[src/audgen_settings.svh]
// constants for the i2s square-wave tone generator
// included by the package and by every stage that needs a ratio or a length

`ifndef AUDGEN_SETTINGS_SVH
`define AUDGEN_SETTINGS_SVH

//////////////////////////////////////////////////
// bit clock
//////////////////////////////////////////////////

// mclk cycles per sclk period
`define AUD_MCLK_PER_SCLK 4

// bits in one channel word, left or right
`define AUD_BITS_PER_WORD 32

// zero bits in front of the tone level
`define AUD_LEAD_ZERO_BITS 4

//////////////////////////////////////////////////
// tone
//////////////////////////////////////////////////

// words per half-period, base pitch and one octave down
`define AUD_HALF_BASE 109
`define AUD_HALF_LOW 218

// word counter width, must hold AUD_HALF_LOW
`define AUD_OSC_W 8

`endif
[src/audgen_pkg.sv]
// shared types of the tone generator pipeline
// the stage-to-stage structs and the octave select live here

`include "audgen_settings.svh"

package audgen_pkg;

  //////////////////////////////////////////////////
  // widths
  //////////////////////////////////////////////////

  // bit position within one channel word
  localparam int BIT_IDX_W = $clog2(`AUD_BITS_PER_WORD);

  typedef logic [BIT_IDX_W-1:0] bit_idx_t;

  // word counter of the oscillator
  typedef logic [`AUD_OSC_W-1:0] osc_count_t;

  //////////////////////////////////////////////////
  // octave select
  //////////////////////////////////////////////////

  // base pitch undocked, one octave lower docked
  typedef enum logic {
    OCTAVE_BASE,
    OCTAVE_LOW
  } octave_t;

  //////////////////////////////////////////////////
  // pipeline structs
  //////////////////////////////////////////////////

  // frame timer to tone oscillator
  // payload fields only valid while strobe is high
  typedef struct packed {
    logic     strobe;
    bit_idx_t bit_index;
    logic     word_start;
    logic     lrck;
  } bit_strobe_t;

  // tone oscillator to serializer
  typedef struct packed {
    logic     strobe;
    bit_idx_t bit_index;
    logic     lrck;
    logic     level;
  } serial_bit_t;

endpackage

[src/audgen_top.sv]
// top level of the i2s square-wave tone generator
// frame timer -> tone oscillator -> serializer, all on audgen_mclk
// docked drops the tone by one octave

`timescale 1ns/10ps

module audgen_top (
  input  logic audgen_mclk,
  input  logic reset_n,
  input  logic docked,
  output logic sclk,
  output logic lrck,
  output logic dac
);

  import audgen_pkg::*;

  //////////////////////////////////////////////////
  // stage links
  //////////////////////////////////////////////////

  // bit strobe with position, timer to oscillator
  bit_strobe_t bits;

  // bit strobe with tone level, oscillator to serializer
  serial_bit_t serial;

  //////////////////////////////////////////////////
  // stages
  //////////////////////////////////////////////////

  // bit clock divider, bit index, word clock
  audgen_frame_timer audgen_frame_timer_inst (
    .audgen_mclk (audgen_mclk),
    .reset_n     (reset_n),
    .bits        (bits)
  );

  // word counter and square-wave level
  audgen_tone_osc audgen_tone_osc_inst (
    .audgen_mclk (audgen_mclk),
    .reset_n     (reset_n),
    .docked      (docked),
    .bits        (bits),
    .serial      (serial)
  );

  // i2s pins
  audgen_i2s_serializer audgen_i2s_serializer_inst (
    .audgen_mclk (audgen_mclk),
    .reset_n     (reset_n),
    .serial      (serial),
    .sclk        (sclk),
    .lrck        (lrck),
    .dac         (dac)
  );

endmodule

[src/audgen_i2s_serializer.sv]
// last stage of the tone generator
// registers the i2s pins sclk, lrck and dac from the oscillator strobes
// leading bits of each word go out as zero

`timescale 1ns/10ps

`include "audgen_settings.svh"

module audgen_i2s_serializer (
  input  logic                    audgen_mclk,
  input  logic                    reset_n,
  input  audgen_pkg::serial_bit_t serial,
  output logic                    sclk,
  output logic                    lrck,
  output logic                    dac
);

  import audgen_pkg::*;

  //////////////////////////////////////////////////
  // constants
  //////////////////////////////////////////////////

  localparam bit_idx_t LEAD = bit_idx_t'(`AUD_LEAD_ZERO_BITS);

  // mclk cycles sclk stays low after each fall
  localparam int SCLK_LOW = `AUD_MCLK_PER_SCLK / 2;

  logic [SCLK_LOW-1:0] strobe_sr;
  logic                sclk_rise;
  logic                dac_next;
  bit_idx_t            bit_q;

  // strobe delayed by the low time, brings sclk back up
  assign sclk_rise = strobe_sr[SCLK_LOW-1];

  // zeros in front, then the tone level
  assign dac_next = (serial.bit_index < LEAD) ? 1'b0 : serial.level;

  //////////////////////////////////////////////////
  // pins
  //////////////////////////////////////////////////

  always_ff @(posedge audgen_mclk or negedge reset_n) begin
    if (!reset_n) begin
      strobe_sr <= '0;
      sclk      <= 1'b0;
      lrck      <= 1'b0;
      dac       <= 1'b0;
      bit_q     <= '0;
    end else begin
      strobe_sr <= (strobe_sr << 1) | SCLK_LOW'(serial.strobe);
      if (serial.strobe) begin
        // falling sclk, data and word clock change here only
        sclk  <= 1'b0;
        lrck  <= serial.lrck;
        dac   <= dac_next;
        bit_q <= serial.bit_index;
      end else if (sclk_rise) begin
        // receiver samples on this edge
        sclk <= 1'b1;
      end
    end
  end

  //////////////////////////////////////////////////
  // checks
  //////////////////////////////////////////////////

  // whole bit period of a leading bit is zero, not just the load cycle
  a_lead_zero : assert property (
    @(posedge audgen_mclk) disable iff (!reset_n)
    (bit_q < LEAD) |-> !dac
  );

endmodule

[src/audgen_tone_osc.sv]
// second stage of the tone generator
// counts channel words and flips the square-wave level every half-period
// docked picks the octave at each word start

`timescale 1ns/10ps

`include "audgen_settings.svh"

module audgen_tone_osc (
  input  logic                    audgen_mclk,
  input  logic                    reset_n,
  input  logic                    docked,
  input  audgen_pkg::bit_strobe_t bits,
  output audgen_pkg::serial_bit_t serial
);

  import audgen_pkg::*;

  //////////////////////////////////////////////////
  // half-periods in words
  //////////////////////////////////////////////////

  localparam osc_count_t HALF_BASE = osc_count_t'(`AUD_HALF_BASE);
  localparam osc_count_t HALF_LOW  = osc_count_t'(`AUD_HALF_LOW);

  octave_t     octave_sel;
  octave_t     octave_q;
  osc_count_t  half_sel;
  osc_count_t  osc_cnt;
  logic        word_tick;
  logic        wrap;
  logic        level_q;
  logic        level_next;
  serial_bit_t serial_q;

  // octave from docked as it stands at this word start
  assign octave_sel = docked ? OCTAVE_LOW : OCTAVE_BASE;
  assign half_sel   = (octave_sel == OCTAVE_LOW) ? HALF_LOW : HALF_BASE;

  // one tick per channel word
  assign word_tick = bits.strobe & bits.word_start;

  // count reached the half-period
  assign wrap = word_tick & (osc_cnt >= half_sel);

  assign level_next = wrap ? ~level_q : level_q;

  //////////////////////////////////////////////////
  // word counter and level
  //////////////////////////////////////////////////

  always_ff @(posedge audgen_mclk or negedge reset_n) begin
    if (!reset_n) begin
      octave_q <= OCTAVE_BASE;
      osc_cnt  <= osc_count_t'(1);
      level_q  <= 1'b0;
    end else begin
      level_q <= level_next;
      if (word_tick) begin
        octave_q <= octave_sel;
        // count restarts from 1 at the half-period
        if (wrap) begin
          osc_cnt <= osc_count_t'(1);
        end else begin
          osc_cnt <= osc_cnt + 1'b1;
        end
      end
    end
  end

  //////////////////////////////////////////////////
  // hand off to the serializer
  //////////////////////////////////////////////////

  // strobe fields delayed one cycle with the new level attached
  always_ff @(posedge audgen_mclk or negedge reset_n) begin
    if (!reset_n) begin
      serial_q <= '0;
    end else begin
      serial_q.strobe <= bits.strobe;
      if (bits.strobe) begin
        serial_q.bit_index <= bits.bit_index;
        serial_q.lrck      <= bits.lrck;
        serial_q.level     <= level_next;
      end
    end
  end

  assign serial = serial_q;

  // counter stays inside the half-period picked at the last word start
  a_cnt_in_range : assert property (
    @(posedge audgen_mclk) disable iff (!reset_n)
    (osc_cnt != '0) && (osc_cnt <= ((octave_q == OCTAVE_LOW) ? HALF_LOW : HALF_BASE))
  );

endmodule

[src/audgen_frame_timer.sv]
// first stage of the tone generator
// divides mclk down to the bit clock and tracks bit and word position
// one strobe per bit clock, in the cycle after the internal bit clock falls

`timescale 1ns/10ps

`include "audgen_settings.svh"

module audgen_frame_timer (
  input  logic                    audgen_mclk,
  input  logic                    reset_n,
  output audgen_pkg::bit_strobe_t bits
);

  import audgen_pkg::*;

  //////////////////////////////////////////////////
  // constants
  //////////////////////////////////////////////////

  localparam int DIV_W = $clog2(`AUD_MCLK_PER_SCLK);
  // last divider count before wrap
  localparam int unsigned DIV_LAST = `AUD_MCLK_PER_SCLK - 1;
  // bit clock high for the first half of the divider range
  localparam int unsigned DIV_HALF = `AUD_MCLK_PER_SCLK / 2;
  localparam bit_idx_t IDX_LAST = bit_idx_t'(`AUD_BITS_PER_WORD - 1);

  //////////////////////////////////////////////////
  // divider and bit clock
  //////////////////////////////////////////////////

  logic [DIV_W-1:0] div_q;
  logic [DIV_W-1:0] div_next;
  logic             bclk;
  logic             bclk_next;
  logic             bclk_fall;
  bit_idx_t         idx_next;
  logic             lrck_next;
  bit_strobe_t      bits_q;

  // 0 .. DIV_LAST then wrap
  assign div_next = (div_q == DIV_W'(DIV_LAST)) ? '0 : div_q + 1'b1;

  // internal bit clock, high during counts 0 and 1
  assign bclk      = (div_q < DIV_W'(DIV_HALF));
  assign bclk_next = (div_next < DIV_W'(DIV_HALF));

  // bit clock about to fall, divider going 1 -> 2
  assign bclk_fall = bclk & ~bclk_next;

  //////////////////////////////////////////////////
  // bit and word position
  //////////////////////////////////////////////////

  // index wraps at the end of every word
  assign idx_next = (bits_q.bit_index == IDX_LAST) ? '0 : bits_q.bit_index + 1'b1;

  // word clock flips on each wrap
  assign lrck_next = (bits_q.bit_index == IDX_LAST) ? ~bits_q.lrck : bits_q.lrck;

  always_ff @(posedge audgen_mclk or negedge reset_n) begin
    if (!reset_n) begin
      div_q <= '0;
      // index parked on the last bit so the first strobe starts a word
      bits_q <= '{strobe: 1'b0, bit_index: IDX_LAST, word_start: 1'b0, lrck: 1'b0};
    end else begin
      div_q         <= div_next;
      bits_q.strobe <= bclk_fall;
      if (bclk_fall) begin
        bits_q.bit_index  <= idx_next;
        bits_q.word_start <= (idx_next == '0);
        bits_q.lrck       <= lrck_next;
      end
    end
  end

  assign bits = bits_q;

  //////////////////////////////////////////////////
  // checks
  //////////////////////////////////////////////////

  // one strobe per bit clock period, never closer or further apart
  a_strobe_spacing : assert property (
    @(posedge audgen_mclk) disable iff (!reset_n)
    bits_q.strobe |=> (!bits_q.strobe)[*DIV_LAST] ##1 bits_q.strobe
  );

  // word clock only moves at a word boundary
  a_lrck_on_word_start : assert property (
    @(posedge audgen_mclk) disable iff (!reset_n)
    $changed(bits_q.lrck) |-> (bits_q.strobe && bits_q.word_start)
  );

endmodule

[config.mk]
export PLATFORM = sky130hd
export DESIGN_NAME = audgen_top
export DESIGN_NICKNAME = d
export VERILOG_FILES = /design/src/audgen_pkg.sv /design/src/audgen_top.sv /design/src/audgen_i2s_serializer.sv /design/src/audgen_tone_osc.sv /design/src/audgen_frame_timer.sv
export VERILOG_INCLUDE_DIRS = /design/src
export SDC_FILE = /design/constraint.sdc
export NUM_CORES = 1
export LEC_CHECK = 0
export ABC_CLOCK_PERIOD_IN_PS = 4900
export BUFFER_PORTS_ARGS = -buffer_cell sky130_fd_sc_hd__buf_2
export CAP_MARGIN = 10
export CORE_UTILIZATION = 52
export DETAILED_ROUTE_END_ITERATION = 10
export PLACE_DENSITY = 0.69
export SYNTH_ARGS = -nofsm -noshare
export SYNTH_HDL_FRONTEND = slang
export SYNTH_HIERARCHICAL = 1
export SYNTH_SLANG_ARGS = --single-unit
[constraint.sdc]
create_clock -name audgen_mclk -period 4.9 [get_ports audgen_mclk]
set_input_delay 0 -clock audgen_mclk [delete_from_list [all_inputs] [get_ports audgen_mclk]]
set_output_delay 0 -clock audgen_mclk [all_outputs]
set_load 0.01 [all_outputs]
==> summary.txt <==
Place
  • Port Buf Inserts: 5
  • DP Wirelength: around 1600 µm
  • Pre-CTS setup slack: 2910 ps
  • GPL Wtd Cong: 0.773

Global route
  • Vias in the first global route: 904
  • First-pass GRT wire length: between 4000 and 5000 µm
  • Initial antenna violation count: 0
  • Total gr overflow: 0
  • Largest net degree at the start of global routing: 31
  • Global-route total usage across every layer: 18.3%

Timing
  • Part of the cycle the worst path needs: 42.4%
  • Final hold vios: 0
  • Worst-margin pin slew: 648 ps
  • Unrepaired setup endpoints after global routing: false
  • Endpoints failing setup: 0
  • Setup Skew: between 20 and 25 ps
  • Slew HR: a little under three fifths
  • Final hold slack: between 200 and 250 ps
  • Count of pins over their slew limit: 0
  • Final WS setup: 2820 ps
  • Setup tns final: 0 ps
  • Tmin final: 2080 ps
  • Fmax: 0.481 GHz

Worst setup path
  • Worst Path Arrival: 2290 ps
  • Crit end category: register
  • CP delay by family, top: compound AO/OA/AOI/OAI gates
  • Max Fanout on Critical Path: 7
  • Reg2Reg Launch Point: audgen_tone_osc_inst/osc_cnt[0]
  • WP buf/inv: 1
  • CP cell instances: inv_1 -> ha_1 -> nand2b_1 -> a31oi_1 -> o22ai_2 -> xor2_1
  • Critical-path top delay cell: dfstp_2
  • RR Endpoint: audgen_tone_osc_inst/level_q
  • Worst R2R Path Depth: 6
  • Worst R2R Setup Slack: roughly 2800 ps
  • Crit path launch type: register
  • Slowest stage delay, CP: between 500 and 600 ps
  • Critical path class: reg -> reg
  • Critical path data required time: just over 5000 ps

CTS
  • Setup Fix Bufs, Post-CTS: 0
  • Skew-Pair Late Insertion Delay: 340 ps
  • CTS clock-pin slew for the worst setup and hold paths: 110 ps
  • Clock Path Buffers: 2
  • TritonCTS Sinks: 30
  • Num CTS Buffers: 5
  • Root Buffer: clkbuf_4
  • CTS tree: done
  • Htree depth: 2

Status
  • Status: complete, no violations

Power and ir drop
  • Static Leak: 0.720 nW
  • Peak supply drop: around 0.22 mV
  • Pwr/cell area: 260 nW/µm²
  • Total power: 0.415 mW

Detailed routing
  • DRT iter0 DRCs: 25
  • Remaining antenna violation count: 0
  • WL per Instance: roughly 14 µm
  • DRC: 0
  • Vias per cell: 5.59
  • Vias: 933
  • Pre-antenna DRT Iters: 4
  • Total wire length: 2360 µm

Floorplan
  • Placeable Area: 2570 µm²
  • Starting Density: between 50% and 60%
  • Row count: 18
  • Overall die width: ~55 µm
  • Die Y: between 50 and 60 µm
  • Die Footprint: between 3000 and 4000 µm²
  • IO Pins: 6

Finish
  • Nets: between 150 and 200
  • Number of diodes: 0
  • Area growth syn-to-layout: 8.33%
  • Number of fill cells: 218
  • Share of cells above drive strength 1: between 20% and 30%

Hold path
  • HP Class: in -> async

Logic synthesis
  • Mapped Area: 1470 µm²
  • Syn Area/Cell: 11.8 µm²
  • Synthesized Nets: 140
  • Yosys warns: 6
  • Syn Inst Count: 125

Run
  • Max-Cap Viols: 0
==> per-layer routing <==
layer | global-route usage, % | part of all wire, %
met1 | 24.8 | 49
met2 | 26.5 | 46
met3 | 4.92 | 3.4
met4 | 10.7 | 1.6
met5 | 0 | 0
==> state kept, by name (all words and copies together), names as in the netlist <==
register,cells
audgen_frame_timer_inst/bits,8
audgen_frame_timer_inst/div_q,2
audgen_i2s_serializer_inst/dac,1
audgen_i2s_serializer_inst/lrck,1
audgen_i2s_serializer_inst/sclk,1
audgen_i2s_serializer_inst/strobe_sr,2
audgen_tone_osc_inst/level_q,1
audgen_tone_osc_inst/osc_cnt,8
audgen_tone_osc_inst/serial,6
==> per-stage QoR <==
step | instance area (µm²) | util, % | std cells
6_report | 1600 | 62.1 | 167
5_1_grt | 1600 | 62.1 | 167
4_1_cts | 1600 | 62.1 | 167
3_5_place_dp | 1530 | 59.4 | 158
3_3_place_gp | 1530 | 59.4 | 158
2_1_floorplan | 1470 | - | 125
==> timing repair <==
item,CTS,global route
endpoints found under the hold margin,24,0
hold buffers,1,0
resized for setup,0,0
==> final cells by class <==
type / instances / area (µm²) / area share [%]
Clock inverter: 1 / 5.00 / 0.314
Clock buffer: 7 / 55.1 / 3.45
Sequential cell: 30 / 758 / 47.5
Inverter: 6 / 22.5 / 1.41
Multi-Input combinational cell: 87 / 682 / 42.7
Timing Repair Buffer: 6 / 35.0 / 2.20
Tap cell: 30 / 37.5 / 2.35
==> power by group <==
group / internal [mW] / total [mW] / switching [mW]
logic: 0.00430 / 0.0139 / 0.00961
registers: 0.248 / 0.248 / 0
clock network: 0.0694 / 0.153 / 0.0836
total: 0.321 / 0.415 / 0.0932
==> worst register-to-register path: cells and delay by family (launching register included) <==
family / cells / cell delay [ps]
adders and majority gates: 1 / 260
and+or+nand+nor: 1 / 140
xor gates and xnor gates: 1 / 210
AOI/OAI and AO/OA: 2 / 680
DFF: 1 / 590
buffers and inverters: 1 / 70
==> how the worst max path moves through the flow <==
stage | end | depth (start not counted) | from
floorplan | audgen_tone_osc_inst/serial[0] | 6 | audgen_tone_osc_inst/osc_cnt[0]
global placement | audgen_tone_osc_inst/serial[0] | 6 | audgen_tone_osc_inst/osc_cnt[0]
detailed placement | audgen_tone_osc_inst/serial[0] | 6 | audgen_tone_osc_inst/osc_cnt[0]
CTS | audgen_tone_osc_inst/level_q | 6 | audgen_tone_osc_inst/osc_cnt[0]
global route | audgen_tone_osc_inst/level_q | 6 | audgen_tone_osc_inst/osc_cnt[0]
finish | audgen_tone_osc_inst/level_q | 6 | audgen_tone_osc_inst/osc_cnt[0]
==> cell usage in the layout, fill, tap and decap left out, drive strengths merged, types with 2 or more instances in the layout <==
cell / instances
mux2: 10
nor3: 2
nor2: 13
nand3b: 2
inv: 6
nand2: 7
dfrtp: 24
dfstp: 6
o21ai: 4
nor2b: 2
nand2b: 2
xor2: 4
a21o: 2
buf: 5
a31oi: 3
xnor2: 5
nand3: 4
nand4: 3
clkbuf: 7
ha: 12
or3: 2
Note: power is estimated with default switching activity, not from simulation.
